**src/hdl/boardCtrl_consts.svh**
```systemverilog
//--------------------------------------------------------------------------
// Board power control constants
// Strobe periods in 32.768 kHz ticks, button debounce and hold counts,
// sequencer delays and the per-rail power-good timeout
//--------------------------------------------------------------------------
`ifndef BOARDCTRL_CONSTS_SVH
`define BOARDCTRL_CONSTS_SVH

//--------------------------------------------------------------------------
// Strobe generator
//--------------------------------------------------------------------------
`define STROBE_1MS_TICKS      33        // About 1.007 ms
`define STROBE_16MS_TICKS     512       // 2^9 ticks
`define STROBE_125MS_TICKS    4096      // 2^12 ticks
`define STROBE_1S_TICKS       32768     // 2^15 ticks, full divider wrap
`define DIVIDER_WIDTH         15        // Free-running divider width

//--------------------------------------------------------------------------
// Buttons
//--------------------------------------------------------------------------
`define DEBOUNCE_SAMPLES      3         // Equal 16 ms samples to accept a level
`define RESET_HOLD_SECONDS    4         // Reset button hold before request

//--------------------------------------------------------------------------
// Sequencer
//--------------------------------------------------------------------------
`define RAIL_TIMEOUT_STROBES  8         // 125 ms strobes, 1 s per rail
`define SYSOK_DELAY_STROBES   2         // Memory good to system power-OK
`define RESET_PULSE_MS        20        // Platform reset pulse in 1 ms strobes

`endif

```
**src/hdl/BoardCtrlPkg.sv**
```systemverilog
//--------------------------------------------------------------------------
// Board power control types
// Sequencer state encoding and the packed rail-enable vector
//--------------------------------------------------------------------------
`default_nettype none

package BoardCtrlPkg;

    // Order matters, enables decode from the state value
    typedef enum logic [2:0] {
        SeqOff       = 3'd0,    // All rails off
        SeqSupplyOn  = 3'd1,    // PSU on, wait PS power-OK
        SeqMainOn    = 3'd2,    // Main/PCH rails, wait main good
        SeqCpuOn     = 3'd3,    // CPU core, wait core good
        SeqMemOn     = 3'd4,    // Memory rails, wait AB and CD good
        SeqSysOkWait = 3'd5,    // Delay before system power-OK
        SeqRunning   = 3'd6,    // Fully powered
        SeqFault     = 3'd7     // Shut down, fault LED lit
    } seqState_t;

    // Supply in the MSB, 4'hF means every rail on
    typedef struct packed {
        logic supply;           // PSU enable
        logic main;             // Main/PCH enable
        logic cpu;              // CPU core enable
        logic mem;              // Memory VPP/VDDQ enable
    } railEnables_t;

endpackage

`default_nettype wire

```
**src/hdl/ButtonIf.sv**
```systemverilog
//--------------------------------------------------------------------------
// Button bundle
// Debounced button levels and single-cycle button events
//--------------------------------------------------------------------------
`timescale 1ns/100ps
`default_nettype none

interface ButtonIf;

    logic powerLevel;           // Debounced, high while pressed
    logic resetLevel;           // Debounced, high while pressed
    logic powerToggle;          // One cycle per power press
    logic resetRequest;         // One cycle per long reset hold

    modport source (
        output powerLevel, resetLevel, powerToggle, resetRequest
    );

    modport sink (
        input powerLevel, resetLevel, powerToggle, resetRequest
    );

endinterface

`default_nettype wire

```
**src/hdl/StrobeIf.sv**
```systemverilog
//--------------------------------------------------------------------------
// Timing strobe bundle
// Single-cycle 1 ms, 16 ms, 125 ms and 1 s strobes on CLK32768
//--------------------------------------------------------------------------
`timescale 1ns/100ps
`default_nettype none

interface StrobeIf;

    logic strobe1ms;            // Platform reset pulse timing
    logic strobe16ms;           // Button sampling
    logic strobe125ms;          // Rail timeout and power-OK delay
    logic strobe1s;             // Reset button hold

    modport source (
        output strobe1ms, strobe16ms, strobe125ms, strobe1s
    );

    modport sink (
        input strobe1ms, strobe16ms, strobe125ms, strobe1s
    );

endinterface

`default_nettype wire

```
**src/hdl/BoardCtrl.sv**
```systemverilog
//--------------------------------------------------------------------------
// Board power control top level
// Strobe generator, button control and power sequencer as a three-stage
// pipeline on the 32.768 kHz standby clock, with plain board ports
//--------------------------------------------------------------------------
`timescale 1ns/100ps
`default_nettype none

module BoardCtrl import BoardCtrlPkg::*; (
    input  logic CLK32768,          // 32.768 kHz standby clock
    input  logic reset,             // Sync, active high
    input  logic powerButtonN,      // Front panel power button
    input  logic resetButtonN,      // Front panel reset button
    input  logic psPowerOk,         // PSU power-OK
    input  logic mainPowerGood,     // Main/PCH rails good
    input  logic cpuPowerGood,      // CPU core good
    input  logic memAbPowerGood,    // Memory AB good
    input  logic memCdPowerGood,    // Memory CD good
    output logic psEnable,          // PSU on
    output logic mainEnable,        // Main/PCH rails on
    output logic cpuEnable,         // CPU core on
    output logic memEnable,         // Memory rails on
    output logic sysPowerOk,        // System power-OK
    output logic platformResetN,    // Platform reset
    output logic faultLedN,         // Fault LED
    output logic sioPowerButtonN    // Debounced power button to SIO
);

    StrobeIf        strobeBus ();
    ButtonIf        buttonBus ();
    railEnables_t   railEnables;

    StrobeGen uStrobeGen (
        .CLK32768       (CLK32768),
        .reset          (reset),
        .strobes        (strobeBus.source)
    );

    ButtonControl uButtonControl (
        .CLK32768       (CLK32768),
        .reset          (reset),
        .strobes        (strobeBus.sink),
        .powerButtonN   (powerButtonN),
        .resetButtonN   (resetButtonN),
        .buttons        (buttonBus.source),
        .sioPowerButtonN(sioPowerButtonN)
    );

    PwrSequence uPwrSequence (
        .CLK32768       (CLK32768),
        .reset          (reset),
        .strobes        (strobeBus.sink),
        .buttons        (buttonBus.sink),
        .psPowerOk      (psPowerOk),
        .mainPowerGood  (mainPowerGood),
        .cpuPowerGood   (cpuPowerGood),
        .memAbPowerGood (memAbPowerGood),
        .memCdPowerGood (memCdPowerGood),
        .railEnables    (railEnables),
        .sysPowerOk     (sysPowerOk),
        .platformResetN (platformResetN),
        .faultLedN      (faultLedN)
    );

    // Rail enables out to the regulator pins
    assign psEnable   = railEnables.supply;
    assign mainEnable = railEnables.main;
    assign cpuEnable  = railEnables.cpu;
    assign memEnable  = railEnables.mem;

endmodule

`default_nettype wire

```
**src/hdl/ButtonControl.sv**
```systemverilog
//--------------------------------------------------------------------------
// Button control
// Debounces the power and reset buttons on 16 ms samples, turns a power
// press into a toggle event and a reset held 4 s into a reset request.
// Also drives the debounced power button to the SIO
//--------------------------------------------------------------------------
`timescale 1ns/100ps
`default_nettype none
`include "boardCtrl_consts.svh"

module ButtonControl (
    input  logic    CLK32768,           // 32.768 kHz standby clock
    input  logic    reset,              // Sync, active high
    StrobeIf.sink   strobes,            // Uses 16 ms and 1 s
    input  logic    powerButtonN,       // Raw, low when pressed
    input  logic    resetButtonN,       // Raw, low when pressed
    ButtonIf.source buttons,            // Levels and events out
    output logic    sioPowerButtonN     // Debounced power button to SIO
);

    localparam int SampleWidth = $clog2(`DEBOUNCE_SAMPLES);
    localparam int HoldWidth   = $clog2(`RESET_HOLD_SECONDS + 1);

    logic [1:0]             rawSync1;           // Bit 0 power, bit 1 reset
    logic [1:0]             rawSync2;           // Pressed is high
    logic [1:0]             level;              // Debounced levels
    logic [SampleWidth-1:0] sampleCount [2];    // Differing samples seen
    logic                   powerLevelDly;
    logic [HoldWidth-1:0]   holdSeconds;        // Saturates at hold time

    // Buttons are asynchronous to the slow clock
    always_ff @(posedge CLK32768) begin
        rawSync1 <= {~resetButtonN, ~powerButtonN};
        rawSync2 <= rawSync1;
    end

    //----------------------------------------------------------------------
    // Debounce, a new level needs consecutive differing samples
    //----------------------------------------------------------------------
    always_ff @(posedge CLK32768) begin
        if (reset) begin
            level          <= '0;
            sampleCount[0] <= '0;
            sampleCount[1] <= '0;
        end else if (strobes.strobe16ms) begin
            for (int i = 0; i < 2; i++) begin
                if (rawSync2[i] == level[i]) begin
                    sampleCount[i] <= '0;                   // Bounce, restart
                end else if (sampleCount[i] == SampleWidth'(`DEBOUNCE_SAMPLES - 1)) begin
                    level[i]       <= rawSync2[i];          // Accept new level
                    sampleCount[i] <= '0;
                end else begin
                    sampleCount[i] <= sampleCount[i] + 1'b1;
                end
            end
        end
    end

    //----------------------------------------------------------------------
    // Power press edge and reset hold timer
    //----------------------------------------------------------------------
    always_ff @(posedge CLK32768) begin
        if (reset) begin
            powerLevelDly       <= 1'b0;
            buttons.powerToggle <= 1'b0;
            holdSeconds         <= '0;
        end else begin
            powerLevelDly       <= level[0];
            buttons.powerToggle <= level[0] & ~powerLevelDly;   // Press edge only
            if (!level[1]) begin
                holdSeconds <= '0;                              // Released, rearm
            end else if (strobes.strobe1s &&
                         holdSeconds != HoldWidth'(`RESET_HOLD_SECONDS)) begin
                holdSeconds <= holdSeconds + 1'b1;
            end
        end
    end

    assign buttons.powerLevel   = level[0];
    assign buttons.resetLevel   = level[1];
    // Fires on the strobe that completes the hold, once per hold
    assign buttons.resetRequest = strobes.strobe1s & level[1] &
                                  (holdSeconds == HoldWidth'(`RESET_HOLD_SECONDS - 1));
    assign sioPowerButtonN      = ~buttons.powerLevel;

endmodule

`default_nettype wire

```
**src/hdl/PwrSequence.sv**
```systemverilog
//--------------------------------------------------------------------------
// Power sequencer
// Turns on supply, main/PCH, CPU core and memory rails in order, each
// after the previous power-good, then asserts system power-OK and
// releases platform reset. Power-good loss or a 1 s rail timeout shuts
// every rail down and lights the fault LED until the next power press
//--------------------------------------------------------------------------
`timescale 1ns/100ps
`default_nettype none
`include "boardCtrl_consts.svh"

module PwrSequence import BoardCtrlPkg::*; (
    input  logic            CLK32768,           // 32.768 kHz standby clock
    input  logic            reset,              // Sync, active high
    StrobeIf.sink           strobes,            // Uses 1 ms and 125 ms
    ButtonIf.sink           buttons,            // Toggle, reset request
    input  logic            psPowerOk,          // PSU power-OK
    input  logic            mainPowerGood,      // Main/PCH rails good
    input  logic            cpuPowerGood,       // CPU core good
    input  logic            memAbPowerGood,     // Memory AB good
    input  logic            memCdPowerGood,     // Memory CD good
    output railEnables_t    railEnables,        // Rail enables
    output logic            sysPowerOk,         // System power-OK
    output logic            platformResetN,     // Platform reset, low active
    output logic            faultLedN           // Fault LED, low lit
);

    localparam int TimerWidth = $clog2(`RAIL_TIMEOUT_STROBES + 1);
    localparam int PulseWidth = $clog2(`RESET_PULSE_MS + 1);

    seqState_t              state;
    seqState_t              nextState;
    logic [TimerWidth-1:0]  timer;          // 125 ms strobes in this state
    logic [PulseWidth-1:0]  pulseCount;     // Remaining reset pulse
    logic                   memPowerGood;
    logic                   allGood;
    logic                   timedOut;
    logic                   sysOkDone;
    logic                   resetReady;     // One cycle behind Running

    assign memPowerGood = memAbPowerGood & memCdPowerGood;
    assign allGood      = psPowerOk & mainPowerGood & cpuPowerGood & memPowerGood;
    assign timedOut     = strobes.strobe125ms &&
                          (timer == TimerWidth'(`RAIL_TIMEOUT_STROBES - 1));
    assign sysOkDone    = strobes.strobe125ms &&
                          (timer == TimerWidth'(`SYSOK_DELAY_STROBES - 1));

    //----------------------------------------------------------------------
    // Next state, earlier rails stay supervised while later ones come up
    //----------------------------------------------------------------------
    always_comb begin
        nextState = state;
        unique case (state)
            SeqOff, SeqFault: begin
                if (buttons.powerToggle) nextState = SeqSupplyOn;  // Clears fault
            end
            SeqSupplyOn: begin
                if (timedOut)       nextState = SeqFault;
                else if (psPowerOk) nextState = SeqMainOn;
            end
            SeqMainOn: begin
                if (!psPowerOk || timedOut) nextState = SeqFault;
                else if (mainPowerGood)     nextState = SeqCpuOn;
            end
            SeqCpuOn: begin
                if (!psPowerOk || !mainPowerGood || timedOut) nextState = SeqFault;
                else if (cpuPowerGood)                        nextState = SeqMemOn;
            end
            SeqMemOn: begin
                if (!(psPowerOk & mainPowerGood & cpuPowerGood) || timedOut) begin
                    nextState = SeqFault;
                end else if (memPowerGood) begin
                    nextState = SeqSysOkWait;
                end
            end
            SeqSysOkWait: begin
                if (!allGood)       nextState = SeqFault;
                else if (sysOkDone) nextState = SeqRunning;
            end
            SeqRunning: begin
                if (!allGood)                 nextState = SeqFault;
                else if (buttons.powerToggle) nextState = SeqOff;  // Normal power-off
            end
            default: nextState = SeqOff;
        endcase
    end

    always_ff @(posedge CLK32768) begin
        if (reset) begin
            state      <= SeqOff;
            timer      <= '0;
            pulseCount <= '0;
            resetReady <= 1'b0;
        end else begin
            state      <= nextState;
            resetReady <= (state == SeqRunning);
            if (nextState != state) begin
                timer <= '0;                    // Restart per step
            end else if (strobes.strobe125ms) begin
                timer <= timer + 1'b1;
            end
            // Pulse counts down only once the reset button is released
            if (state != SeqRunning) begin
                pulseCount <= '0;
            end else if (buttons.resetRequest) begin
                pulseCount <= PulseWidth'(`RESET_PULSE_MS);
            end else if (strobes.strobe1ms && !buttons.resetLevel && pulseCount != '0) begin
                pulseCount <= pulseCount - 1'b1;
            end
        end
    end

    //----------------------------------------------------------------------
    // Outputs decode from state, one cycle after the qualifying event
    //----------------------------------------------------------------------
    assign railEnables.supply = (state != SeqOff) && (state != SeqFault);
    assign railEnables.main   = (state >= SeqMainOn) && (state != SeqFault);
    assign railEnables.cpu    = (state >= SeqCpuOn) && (state != SeqFault);
    assign railEnables.mem    = (state >= SeqMemOn) && (state != SeqFault);
    assign sysPowerOk         = (state == SeqRunning);
    assign platformResetN     = resetReady && (state == SeqRunning) && (pulseCount == '0);
    assign faultLedN          = (state != SeqFault);    // Held until next press

endmodule

`default_nettype wire

```
**src/hdl/StrobeGen.sv**
```systemverilog
//--------------------------------------------------------------------------
// Strobe generator
// Free-running divider on the 32.768 kHz clock. 16 ms, 125 ms and 1 s
// strobes come from wraps of the divider low bits, 1 ms from its own
// modulo-33 counter
//--------------------------------------------------------------------------
`timescale 1ns/100ps
`default_nettype none
`include "boardCtrl_consts.svh"

module StrobeGen (
    input  logic    CLK32768,       // 32.768 kHz standby clock
    input  logic    reset,          // Sync, active high
    StrobeIf.source strobes         // Timing strobes out
);

    localparam int MsWidth     = $clog2(`STROBE_1MS_TICKS);
    localparam int Bits16ms    = $clog2(`STROBE_16MS_TICKS);
    localparam int Bits125ms   = $clog2(`STROBE_125MS_TICKS);

    logic [`DIVIDER_WIDTH-1:0]  divider;    // Counts from reset release
    logic [MsWidth-1:0]         msCount;    // 0 to 32
    logic                       msWrap;

    assign msWrap = (msCount == MsWidth'(`STROBE_1MS_TICKS - 1));

    //----------------------------------------------------------------------
    // Strobes are registered, so each fires exactly N ticks after release
    //----------------------------------------------------------------------
    always_ff @(posedge CLK32768) begin
        if (reset) begin
            divider             <= '0;
            msCount             <= '0;
            strobes.strobe1ms   <= 1'b0;
            strobes.strobe16ms  <= 1'b0;
            strobes.strobe125ms <= 1'b0;
            strobes.strobe1s    <= 1'b0;
        end else begin
            divider             <= divider + 1'b1;
            msCount             <= msWrap ? '0 : msCount + 1'b1;
            strobes.strobe1ms   <= msWrap;
            strobes.strobe16ms  <= &divider[Bits16ms-1:0];     // Low 9 bits wrap
            strobes.strobe125ms <= &divider[Bits125ms-1:0];    // Low 12 bits wrap
            strobes.strobe1s    <= &divider;                   // Full wrap
        end
    end

endmodule

`default_nettype wire

```
**config.mk**
```make
export PLATFORM = sky130hd
export DESIGN_NAME = BoardCtrl
export DESIGN_NICKNAME = d
export VERILOG_FILES = /design/src/hdl/BoardCtrlPkg.sv /design/src/hdl/ButtonIf.sv /design/src/hdl/StrobeIf.sv /design/src/hdl/BoardCtrl.sv /design/src/hdl/ButtonControl.sv /design/src/hdl/PwrSequence.sv /design/src/hdl/StrobeGen.sv
export VERILOG_INCLUDE_DIRS = /design/src /design/src/hdl
export SDC_FILE = /design/constraint.sdc
export NUM_CORES = 1
export LEC_CHECK = 0
export BUFFER_PORTS_ARGS = -buffer_cell sky130_fd_sc_hd__buf_4
export CORE_UTILIZATION = 30
export DETAILED_ROUTE_END_ITERATION = 12
export GPL_ROUTABILITY_DRIVEN = 0
export PLACE_DENSITY_LB_ADDON = 0.12
export SYNTH_ARGS = -nofsm -noshare
export SYNTH_HDL_FRONTEND = slang
export SYNTH_HIERARCHICAL = 1
export SYNTH_SLANG_ARGS = --single-unit
```
**constraint.sdc**
```tcl
create_clock -name CLK32768 -period 6 [get_ports CLK32768]
set_clock_uncertainty 0.2 [all_clocks]
set_input_delay 0.6 -clock CLK32768 [delete_from_list [all_inputs] [get_ports CLK32768]]
set_output_delay 0.6 -clock CLK32768 [all_outputs]
set_load 0.02 [all_outputs]
```
Yosys cells after proc, flatten, opt, wreduce, memory -nomap -nowiden
Memories as Yosys holds them, arrays and structs flattened.
Index checks and enable logic that the tools add are counted.
- add/sub/neg operators: 7
- order comparisons: 3
- equal/unequal tests: 19
- multiplexer cells: 52
- bitwise gates (word level): 20
- reductions and logical operators: 35
- operator list (cell ; count):
    2-to-1 mux 3 bit ; 13
    2-to-1 mux 1 bit ; 30
    case mux 3 bit (7 select lines) ; 1
    adder 15 x 1 -> 15 bit, second input constant ; 1
    AND reduction 15 bit ; 1
    == test 3 bit, second input constant ; 4
    2-to-1 mux 2 bit ; 6
    AND reduction 12 bit ; 1
    logical AND 1 bit ; 11
    2-to-1 mux 5 bit ; 2
    OR reduction 2 bit ; 5
    == test 3 x 2 -> 1 bit, second input constant ; 3
    inequality test 3 bit, second input constant ; 3
    AND reduction 9 bit ; 1
    bitwise AND 1 bit ; 7
    NOT 1 bit ; 7
    adder 6 x 1 -> 6 bit, second input constant ; 1
    == test 6 bit, second input constant ; 1
    >= comparator 3 x 2 -> 1 bit, second input constant ; 2
    bitwise OR 1 bit ; 6
    AND reduction 3 bit ; 2
    logical NOT 5 bit ; 1
    nonzero test 5 bit ; 1
    subtractor 5 x 1 -> 5 bit, second input constant ; 1
    other kinds (16) ; 25
- register bits: 49
- memory bits (writable): 4
- output and inout port bits: 8
- logic and storage cells: 155
- memories: 1
- memory list (name ; depth ; width ; read ports ; clocked after Yosys merged registers in ; write ports ; line ; RTL):
    uButtonControl.sampleCount ; 2 ; 2 ; 2 ; 0 ; 2 ; ButtonControl.sv:27 ; logic [SampleWidth-1:0] sampleCount [2];

Depth between registers and ports, before layout
Gate-level depths: netlist (run 1).
- depth in word-level cells: 8
- mapped depth: 8
- mapped depth without buffers: 8

By module
The synthesis (run 1) kept the hierarchy.
- by module, submodules not included (module ; times used ; cells each ; area an instance (um2)):
    StrobeGen ; 1 ; 114 ; 1034.7
    PwrSequence ; 1 ; 113 ; 958.4
    ButtonControl ; 1 ; 58 ; 616.8

Worst setup path before layout (run 1)
OpenSTA, ideal clock, no wires.
- kind: register -> register
- start point: reg uPwrSequence.pulseCount[0]
- end point: reg uPwrSequence.pulseCount[4]
- library setup time: 115 ps
- arrival: 1705 ps
- setup slack: 3980 ps
- cell stages (with the launch flop): 9
- buffers on the path: 0
- clock period less this slack: 2020 ps
- path through: dfxtp_1 > inv_1 > ha_1 > nor4b_1 > nor3b_1 > nand2_1 > nor3_1 > xor2_1 > o21a_1
- word-level cells in the longest chain between the ends: 3
- elaborated cells on any way between the ends: 6
- classes of those cells: add/sub: 1; mux: 2; reduce/logical: 3
- ends and longest elaborated chain (what ; line ; RTL):
    start: declaration ; PwrSequence.sv:34 ; logic [PulseWidth-1:0] pulseCount;
    start signal: assignment ; PwrSequence.sv:106 ; pulseCount <= PulseWidth'(`RESET_PULSE_MS);
    start signal: assignment ; PwrSequence.sv:108 ; pulseCount <= pulseCount - 1'b1;
    subtractor 5 x 1 -> 5 bit / nonzero test 5 bit (equally long branches) ; PwrSequence.sv:108, PwrSequence.sv:107 ;
    2-to-1 mux 5 bit / logical AND 1 bit (equally long branches) ; PwrSequence.sv:107 ; end else if (strobes.strobe1ms && !buttons.resetLevel && pulseCount != '0) begin
    2-to-1 mux 5 bit / nonzero test 2 bit (equally long branches) ; -- ;
Parallel ways exist; a longest one is shown, timed or not. The select of a mux whose other input is x is not followed.
A chain may end at the register's enable or synchronous reset.

Worst setup path in the final report (run 1)
- start point: reg uPwrSequence.state[2]
- end point: out platformResetN
- word-level cells in the longest chain between the ends: 3
- ends and longest elaborated chain (what ; line ; RTL):
    start: declaration ; PwrSequence.sv:31 ; seqState_t state;
    start signal: assignment ; PwrSequence.sv:90 ; state <= SeqOff;
    start signal: assignment ; PwrSequence.sv:95 ; state <= nextState;
    == test 3 bit ; PwrSequence.sv:121 ; assign platformResetN = resetReady && (state == SeqRunning) && (pulseCount == '0);
    logical AND 1 bit (2 in a row) ; PwrSequence.sv:121 ;
    end: declaration ; BoardCtrl.sv:24 ; output logic platformResetN,
Every way passes these cells.

==> results of run 1 <==
[cells by family after synthesis]
| group | count (synthesis) | share of synthesized area |
|---|---|---|
| compound gates | 51 | 0.131 |
| xor+xnor | 18 | 0.0604 |
| fa+ha+maj | 12 | 0.0575 |
| buf+inv | 26 | 0.0513 |
| flops | 53 | 0.422 |
| mux | 4 | 0.0182 |
| simple gates | 121 | 0.259 |
[critical path: stages (launching register included)]
cell and delay, ns:
dfxtp_1 0.74, nand2_1 0.15, nor2_1 0.20, and3_1 0.19, buf_4 0.14
[final cells by class]
type / instances / area share
timing repair buffer: 16 / 0.0412
inverter: 18 / 0.0232
clock inverter: 2 / 0.0125
multi-input combinational: 206 / 0.472
tap: 105 / 0.0451
clock buffer: 6 / 0.0283
sequential: 53 / 0.378
[sequential cells by signal, summed over array words and instances, names as in the netlist, 2 cells and up]
register,cells
uButtonControl/holdSeconds,3
uButtonControl/sampleCount,4
uPwrSequence/timer,4
uStrobeGen/divider,15
uStrobeGen/msCount,6
uButtonControl/level,2
uButtonControl/rawSync2,2
uPwrSequence/state,3
uPwrSequence/pulseCount,5
uButtonControl/rawSync1,2
[report_power, final]
part / internal [mW] / switching, mW / total [mW]
Clock: 0.136 / 0.116 / 0.252
Combinational: 0.0819 / 0.0950 / 0.177
Sequential: 0.369 / 0.0360 / 0.405
[worst max path at each step]
stage	slack, ns	startpoint	end
finish	3.48	uPwrSequence/state[2]$_SDFF_PP0_	platformResetN
global route	3.29	uPwrSequence/state[2]$_SDFF_PP0_	platformResetN
CTS	3.43	uPwrSequence/state[2]$_SDFF_PP0_	platformResetN
detailed placement	3.74	psPowerOk	uPwrSequence/timer[2]$_SDFFE_PP0P_
global placement	3.73	uPwrSequence/state[2]$_SDFF_PP0_	uPwrSequence/timer[1]$_SDFFE_PP0P_
floorplan	3.98	uPwrSequence/pulseCount[0]$_SDFFE_PP0P_	uPwrSequence/pulseCount[4]$_SDFFE_PP0P_
[metal layers]
| metal | track usage | vias up | part of all wire | wire [um] |
|---|---|---|---|---|
| met2 | 0.187 | 30 | 0.43 | 2070 |
| li1 | - | 1042 | - | - |
| met4 | 0.0455 | 0 | 0.014 | 65 |
| met3 | 0.0367 | 5 | 0.048 | 231 |
| met1 | 0.145 | 902 | 0.50 | 2400 |
| met5 | 0 | - | 0 | 0 |
[placed cells by master, fill, tap and decap left out, types with 3 or more instances in the layout]
cell type   n
buf_4      16
a31oi_1     3
nand2_1    18
xor2_1      8
ha_1       12
o21ai_0     9
o21a_1      5
edfxtp_1    4
or3_1       5
nand4_1     5
nor2_1     26
or4_1       3
nor4_1     12
dfxtp_1    49
nor2b_1     6
clkbuf_8    6
xnor2_1    10
o31ai_1     3
a21oi_1    16
nor3_1      7
or2b_1      4
inv_1      18
nand3_1    15
and3_1      3
[per-stage QoR]
| stage | util | std cells | power, mW | hold slack (ns) | worst slack, ns |
|---|---|---|---|---|---|
| CTS | 0.351 | 406 | 0.851 | 0.134 | 3.43 |
| detailed placement | 0.337 | 398 | 0.589 | 0.112 | 3.74 |
| finish | 0.351 | 406 | 0.834 | 0.133 | 3.48 |
| global route | 0.351 | 406 | 0.894 | 0.144 | 3.29 |
| floorplan | - | 285 | 0.558 | 0.110 | 3.98 |
| global placement | 0.337 | 398 | 0.592 | 0.115 | 3.73 |
==> run_results.csv, run 1 <==
group,metric,value,unit
layout,fillers,854,
layout,diodes,0,
yosys,synth_commonest_cells,"dfxtp_1 (49), nor2_1 (26), inv_1 (18), nand2_1 (18), a21oi_1 (16)",
die,die-width,95.3,um
yosys,synthTopCellsByArea,"dfxtp_1 (38%), ha_1 (5.8%), edfxtp_1 (4.6%)",
worst_setup_path,ff2ff_path_depth,6,
yosys,yosys.area.top_type_share,0.376,
layout,design_area,2910,sq um
global_route,grt.total_usage,0.117,
cts,clock_path_buffers,2,
pwr,irDropWorstVdd,95.5,uV
cts,cts_tree,"done",
cts,clock-sinks,53,
sta,slew_headroom,0.577,
layout,syn2layout_area_growth,11.6,%
sta,period_minus_slack,2.52,ns
worst_setup_path,setup.worst_path.start_class,"flop",
die,core,8300,sq um
worst_hold_path,holdCritStartpoint,"uButtonControl/rawSync1[0]$_DFF_P_",
sta,report.final.slew_viol_count,0,
routing,postRouteAntennaNets,0,
sta,rsz0062_at_grt,"false",
layout,nets,321,
yosys,syn_inst,285,
worst_setup_path,reg2reg_slack,3.75,ns
worst_setup_path,r2r-end,"uPwrSequence/timer[2]$_SDFFE_PP0P_",
cts,path_clk_slew,0.09,ns
global_route,grt_pass1_wl,8170,um
routing,dr.pass1.iters,4,
worst_setup_path,critPathMaxFanout,21,
cts,postCtsSetupRepairBufs,0,
run_status,status,"finished, final reports clean",
placement,place_area,2800,sq um
worst_setup_path,cp-end-kind,"primary output",
yosys,synth_nets,306,
cts,clkLatencyLatePin,0.31,ns
cts,cts_resized,0,
die,die_area,9080,sq um
worst_hold_path,hold_path_end,"uButtonControl/rawSync2[0]$_DFF_P_",
sta,tns,0,ns
placement,dp_hpwl,3350,um
die,dieHeight,95.3,um
global_route,grt_pass1_vias,1791,
placement,io_buffers,16,
routing,routed_via_density,4.87,
sta,worst_pin_slew,0.634,ns
die,start_util,0.314,
worst_hold_path,holdPathStages,0,
worst_setup_path,crit_required,5.20,ns
yosys,synthFlopType,"dfxtp_1",
sta,fmaxAchievable,397,MHz
pwr,leakage,1.06,nW
worst_setup_path,cp.arrival,1.72,ns
yosys,synth.largest_area_cell,"dfxtp_1",
layout,layout-drive-gt1-share,0.136,
layout,multi_input_area,1380,sq um
routing,wl_per_cell,11.7,um
yosys,async_flop_share,0,
global_route,grt-ovfl-total,0,
yosys,yosysSeqAreaShare,0.422,
worst_hold_path,hp-class,"flop to flop",
cts,cts_root_buf,"clkbuf_8",
yosys,synth-edff-count,4,
cts,cts_hold_buffers,0,
yosys,yosysUniqueCellTypes,58,
routing,remaining_drc_errors,0,
layout,seqCellArea,1100,sq um
sta,hold_violations,0,
run,drv_cap,0,
die,rows,33,
yosys,syn_avg_cell_area,9.16,sq um
die,ios,17,
pwr,powerDensity,286,nW/um^2
cts,htree_levels,2,
yosys,netlist_area,2610,sq um
worst_setup_path,reg2reg_from,"uPwrSequence/state[2]$_SDFF_PP0_",
worst_setup_path,crit_type,"flop to primary output",
global_route,antenna_found_initial,0,
sta,finalCritPeriodShare,0.420,
yosys,synth_most_common_cell,"dfxtp_1",
global_route,grt_max_degree,38,
routing,vias,1979,
cts,cts_buffers,5,
yosys,ys_ff_latch,53,
routing,first_iter_violations,78,
yosys,synth_warnings,6,
routing,drt_wl_total,4770,um
sta,finalSetupViolCount,0,
(Power assumes the default switching activity.)
==> run 2, diff against run 1 <==
Settings changed: ABC_AREA set to 1.
Clock period 6 ns to 2.4 ns, I/O delays scaled along.
==> run_results.csv, run 2 <==
group,metric,value,unit
run_status,status,"finished, final reports clean",
cts,clock_path_buffers,2,
cts,cts_resized,0,
yosys,ys_ff_latch,53,
cts,path_clk_slew,0.09,ns
global_route,grt.total_usage,0.122,
yosys,synth_most_common_cell,"nand2_1",
placement,dp_hpwl,4150,um
run,drv_cap,0,
cts,clkLatencyLatePin,0.30,ns
worst_hold_path,hp-class,"input port to flop",
sta,rsz0062_at_grt,"false",
routing,vias,2348,
layout,nets,442,
die,die-width,98.8,um
global_route,grt_max_degree,19,
worst_setup_path,critPathMaxFanout,6,
sta,finalSetupViolCount,0,
sta,worst_pin_slew,0.404,ns
sta,slew_headroom,0.730,
routing,remaining_drc_errors,0,
worst_setup_path,cp.arrival,1.51,ns
worst_hold_path,holdCritStartpoint,"reset",
layout,top_regs,"uStrobeGen/divider: 15 flops, uStrobeGen/msCount: 6 flops, uPwrSequence/pulseCount: 5 flops",
worst_setup_path,setup.worst_path.start_class,"flop",
global_route,grt-ovfl-total,0,
global_route,grt_pass1_vias,2181,
routing,drt_wl_total,5300,um
yosys,yosysUniqueCellTypes,31,
worst_setup_path,reg2reg_slack,0.50,ns
pwr,leakage,1.37,nW
worst_setup_path,ff2ff_path_depth,10,
pwr,total_power,2.18,mW
yosys,syn_avg_cell_area,7.05,sq um
worst_setup_path,cp-end-kind,"primary output",
worst_setup_path,crit_required,1.96,ns
die,start_util,0.316,
die,core,8890,sq um
die,dieHeight,98.8,um
layout,final_common_cell,"nand2_1",
yosys,yosysSeqAreaShare,0.392,
layout,largest_reg_flops,15,
sta,tns,0,ns
worst_hold_path,hold_path_end,"uStrobeGen/divider[0]$_SDFF_PP0_",
sta,hold_violations,0,
yosys,synth-edff-count,4,
pwr,powerDensity,688,nW/um^2
sta,report.final.slew_viol_count,0,
routing,dr.pass1.iters,5,
yosys,synthTopCellsByArea,"dfxtp_1 (35%), nand2_1 (11%), nor2_1 (8.5%)",
cts,cts_root_buf,"clkbuf_8",
die,rows,34,
layout,syn2layout_area_growth,12.6,%
layout,final_util,0.356,
global_route,grt_pass1_wl,9630,um
yosys,async_flop_share,0,
worst_setup_path,crit_type,"flop to primary output",
cts,cts_buffers,5,
routing,routed_via_density,4.43,
cts,postCtsSetupRepairBufs,0,
placement,place_area,3040,sq um
yosys,synth_commonest_cells,"nand2_1 (86), nor2_1 (64), inv_1 (62)",
cts,htree_levels,2,
routing,first_iter_violations,47,
pwr,irDropWorstVdd,241,uV
yosys,synthFlopType,"dfxtp_1",
cts,clock-sinks,53,
cts,cts_tree,"done",
worst_hold_path,holdPathStages,2,
yosys,netlist_area,2810,sq um
sta,period_minus_slack,1.95,ns
sta,finalCritPeriodShare,0.814,
layout,layout-drive-gt1-share,0.154,
yosys,syn_inst,399,
die,ios,17,
global_route,antenna_found_initial,0,
placement,io_buffers,16,
sta,fmaxAchievable,512,MHz
worst_setup_path,r2r-end,"uPwrSequence/timer[2]$_SDFFE_PP0P_",
yosys,synth.largest_area_cell,"dfxtp_1",
layout,regMostFlops,"uStrobeGen/divider",
yosys,yosys.area.top_type_share,0.349,
layout,layout_common_cells,"nand2_1 (86), nor2_1 (64), inv_1 (62)",
yosys,synth_warnings,6,
layout,diodes,0,
routing,wl_per_cell,10.0,um
yosys,synth_nets,420,
die,die_area,9760,sq um
worst_setup_path,reg2reg_from,"uPwrSequence/state[1]$_SDFF_PP0_",
layout,design_area,3170,sq um
routing,postRouteAntennaNets,0,
## run 2: cell types whose count changed in the layout (fill, tap and decap cells not counted), moves of 11 or more
| cell | before | now |
|---|---|---|
| inv_1 | 18 | 62 |
| nand2_1 | 18 | 86 |
| nand3_1 | 15 | 26 |
| nor4_1 | 12 | 0 |
| nor2_1 | 26 | 64 |
| nand2_2 | 0 | 13 |
## run 2: worst max-delay path, stage by stage, from the launching register on
cell	delay (ns)
dfxtp_1	0.49
inv_2	0.13
nor3_4	0.28
nand2_1	0.08
nor2_1	0.09
buf_4	0.14
## run 2: area by class of cell
type,count,area (sq um)
Timing Repair Buffer,19,148
Tap cell,108,135
Clock inverter,2,33.8
Inverter,70,265
Sequential cell,53,1100
Multi-Input combinational cell,272,1410
Clock buffer,6,72.6
Fill cell,959,5730
## run 2: worst max path at each step
| stage | startpoint | to | slack [ns] |
|---|---|---|---|
| finish | uPwrSequence/state[1]$_SDFF_PP0_ | platformResetN | 0.45 |
| global route | uPwrSequence/state[2]$_SDFF_PP0_ | uPwrSequence/timer[2]$_SDFFE_PP0P_ | 0.30 |
| CTS | uPwrSequence/state[2]$_SDFF_PP0_ | platformResetN | 0.40 |
| global placement | uPwrSequence/state[1]$_SDFF_PP0_ | uPwrSequence/timer[0]$_SDFFE_PP0P_ | 0.45 |
| floorplan | uPwrSequence/timer[0]$_SDFFE_PP0P_ | uPwrSequence/timer[1]$_SDFFE_PP0P_ | 0.69 |
| detailed placement | uPwrSequence/state[1]$_SDFF_PP0_ | uPwrSequence/timer[1]$_SDFFE_PP0P_ | 0.53 |
## run 2: through the flow
step | hold slack (ns) | cells | worst slack [ns]
finish | 0.0577 | 530 | 0.445
global route | 0.0718 | 530 | 0.300
CTS | 0.0527 | 530 | 0.401
detailed placement | 0.112 | 520 | 0.528
global placement | 0.113 | 520 | 0.452
floorplan | 0.0965 | 399 | 0.686
## run 2: kinds of logic (layout without fill, tap and decap cells)
| logic type | after synthesis | after routing | synth area share |
|---|---|---|---|
| DFF | 53 | 53 | 0.392 |
| buffers and inverters | 74 | 97 | 0.107 |
| adders and majority gates | 12 | 12 | 0.0534 |
| xor gates and xnor gates | 3 | 3 | 0.00935 |
| and+or+nand+nor | 222 | 222 | 0.367 |
| AOI/OAI and AO/OA | 35 | 35 | 0.0721 |
## run 2: per-layer routing
| metal | GRT usage | wire [um] | vias to the layer above |
|---|---|---|---|
| met4 | 0.0448 | 59 | 0 |
| met3 | 0.0234 | 157 | 4 |
| li1 | - | - | 1282 |
| met2 | 0.204 | 2470 | 31 |
| met5 | 0 | 0 | - |
| met1 | 0.155 | 2610 | 1031 |
## run 2: report_power, final
part | leakage [nW] | internal, mW | total [mW] | switching (mW)
Clock | 0.0528 | 0.308 | 0.587 | 0.278
Combinational | 0.880 | 0.236 | 0.614 | 0.379
Sequential | 0.438 | 0.923 | 0.976 | 0.0528
Total | 1.37 | 1.47 | 2.18 | 0.710
## run 2: what timing repair did
item	4_1_cts	5_1_grt
hold buffers	2	0
setup endpoints to repair	0	0
endpoints found under the hold margin	2	0
==> run 3, diff against run 2 <==
Settings changed: ABC_AREA 1 to 0.
Clock period 2.4 ns to 2 ns, I/O delays scaled along.
==> run_results.csv, run 3 (synthesized netlist as in run 1, its figures left out) <==
group,metric,value,unit
sta,report.final.slew_viol_count,0,
routing,wl_per_cell,11.9,um
layout,fin_cells,430,
cts,cts_tree,"done",
cts,cts_root_buf,"clkbuf_8",
worst_setup_path,cp_top_family,"compound AO/OA/AOI/OAI gates",
worst_setup_path,crit_required,2.01,ns
die,die_area,9080,sq um
worst_setup_path,setup.worst_path.start_class,"flop",
die,core,8300,sq um
global_route,grt_pass1_wl,8730,um
cts,clock_path_buffers,2,
pwr,powerDensity,849,nW/um^2
pwr,leakage,1.23,nW
worst_setup_path,crit_chain,"inv_2 > ha_4 > and4bb_2 > a21oi_2 > o221ai_4 > a41o_4 > nor4_1",
worst_setup_path,reg2reg_slack,-0.005,ns
sta,slew_headroom,0.749,
sta,hold_violations,0,
die,die-width,95.3,um
global_route,grt_pass1_vias,1959,
sta,fmaxAchievable,499,MHz
placement,dp_hpwl,3590,um
layout,fillers,831,
layout,largest_reg_flops,15,
worst_setup_path,reg2reg_from,"uPwrSequence/timer[1]$_SDFFE_PP0P_",
layout,final_util,0.395,
sta,hold_ws,0.0672,ns
worst_setup_path,critPathMaxFanout,4,
layout,diodes,0,
layout,top_regs,"uStrobeGen/divider: 15 flops, uStrobeGen/msCount: 6 flops, uPwrSequence/pulseCount: 5 flops",
worst_setup_path,cp-end-kind,"flop",
worst_hold_path,hp-class,"input port to flop",
layout,regMostFlops,"uStrobeGen/divider",
worst_setup_path,crit_type,"flop to flop",
run_status,violations,"negative setup slack",
cts,path_clk_slew,0.10,ns
worst_setup_path,ff2ff_path_depth,7,
routing,remaining_drc_errors,0,
global_route,grt-ovfl-total,0,
layout,layout_common_cells,"dfxtp_1 (45), buf_4 (37), nor2_1 (25)",
run_status,status,"finished with violations",
die,dieHeight,95.3,um
routing,vias,2125,
worst_setup_path,worst-path-stages,7,
die,start_util,0.314,
worst_setup_path,cp-endpoint,"uPwrSequence/timer[1]$_SDFFE_PP0P_",
cts,htree_levels,2,
sta,rsz0062_at_grt,"true",
layout,final_common_cell,"dfxtp_1",
worst_setup_path,path_buf_inv,1,
worst_setup_path,cp.arrival,2.01,ns
cts,clock-sinks,53,
cts,clkLatencyLatePin,0.30,ns
sta,finalSetupViolCount,1,
die,rows,33,
routing,postRouteAntennaNets,0,
global_route,antenna_found_initial,0,
sta,worst_pin_slew,0.374,ns
worst_setup_path,r2r-end,"uPwrSequence/timer[1]$_SDFFE_PP0P_",
routing,first_iter_violations,88,
sta,setup_ws,-0.00497,ns
die,ios,17,
global_route,grt.total_usage,0.120,
pwr,irDropWorstVdd,358,uV
routing,dr.pass1.iters,4,
run,drv_cap,0,
global_route,grt_max_degree,38,
layout,syn2layout_area_growth,25.6,%
routing,drt_wl_total,5120,um
worst_setup_path,critPathMaxStageDelay,0.38,ns
layout,nets,345,
worst_setup_path,cp_slowest_cell,"dfxtp_4",
placement,dp_cells,418,
worst_setup_path,worstSetupStartpoint,"uPwrSequence/timer[1]$_SDFFE_PP0P_",
sta,finalCritPeriodShare,1.00,
sta,period_minus_slack,2.00,ns
cts,cts_buffers,5,
pwr,total_power,2.78,mW
placement,io_buffers,16,
routing,routed_via_density,4.94,
layout,layout-drive-gt1-share,0.262,
==> run 3: cell count changes in the layout (fill, tap and decap cells not counted), moves of 11 or more <==
cell	change
inv_1	-45
nand2_2	-13
nand3_1	-11
nand2_1	-68
buf_4	+20
nor2_1	-39
==> run 3: what timing repair did <==
action,CTS,global route
gates resized for setup,5,29
endpoints found under the setup margin,5,7
pin swaps,0,7
setup buffers,0,2
hold buffers,2,0
endpoints found under the hold margin,2,0
==> run 3: worst min-delay path: stages <==
cell     delay [ns]
buf_4          0.12
a21o_1         0.15
a21oi_1        0.06
==> run 3: final cells by class <==
class / count / area [sq um] / share of cell area
clock buffer: 5 / 68.8 / 0.0210
clock inverter: 3 / 43.8 / 0.0134
inverter: 18 / 67.6 / 0.0206
multi-input combinational: 206 / 1550 / 0.472
sequential: 53 / 1110 / 0.339
tap: 105 / 131 / 0.0401
timing repair buffer: 40 / 309 / 0.0943
==> run 3: worst min path at each step <==
| stage | from | to | slack [ns] | depth (start not counted) |
|---|---|---|---|---|
| 2_1_floorplan | powerButtonN | uButtonControl/rawSync1[0]$_DFF_P_ | 0.06 | 1 |
| 3_3_place_gp | uButtonControl/rawSync1[1]$_DFF_P_ | uButtonControl/rawSync2[1]$_DFF_P_ | 0.11 | 0 |
| 3_5_place_dp | uButtonControl/rawSync1[1]$_DFF_P_ | uButtonControl/rawSync2[1]$_DFF_P_ | 0.12 | 0 |
| 4_1_cts | psPowerOk | uPwrSequence/state[2]$_SDFF_PP0_ | 0.04 | 3 |
| 5_1_grt | psPowerOk | uPwrSequence/state[2]$_SDFF_PP0_ | 0.07 | 3 |
| 6_report | psPowerOk | uPwrSequence/state[2]$_SDFF_PP0_ | 0.07 | 3 |
==> run 3: routing by layer <==
layer | up-vias | routed length [um] | track usage
met4 | 0 | 48 | 0.0379
li1 | 1095 | - | -
met5 | - | 0 | 0
met1 | 990 | 2460 | 0.153
met2 | 34 | 2430 | 0.200
met3 | 6 | 188 | 0.0263
==> run 3: per-stage QoR <==
| stage | worst slack, ns | area (sq um) | TNS (ns) |
|---|---|---|---|
| floorplan | 0.0861 | 2620 | 0 |
| global placement | 0.0281 | 2950 | 0 |
| detailed placement | -0.0351 | 2950 | -0.0880 |
| CTS | 0.0180 | 3100 | 0 |
| global route | -0.0595 | 3280 | -0.197 |
| finish | -0.00497 | 3280 | -0.00497 |
==> run 3: power breakdown <==
| group | switching [mW] | internal (mW) | leakage, nW |
|---|---|---|---|
| logic | 0.478 | 0.417 | 0.731 |
| clock network | 0.352 | 0.375 | 0.0585 |
| registers | 0.0527 | 1.11 | 0.441 |
| total | 0.882 | 1.90 | 1.23 |
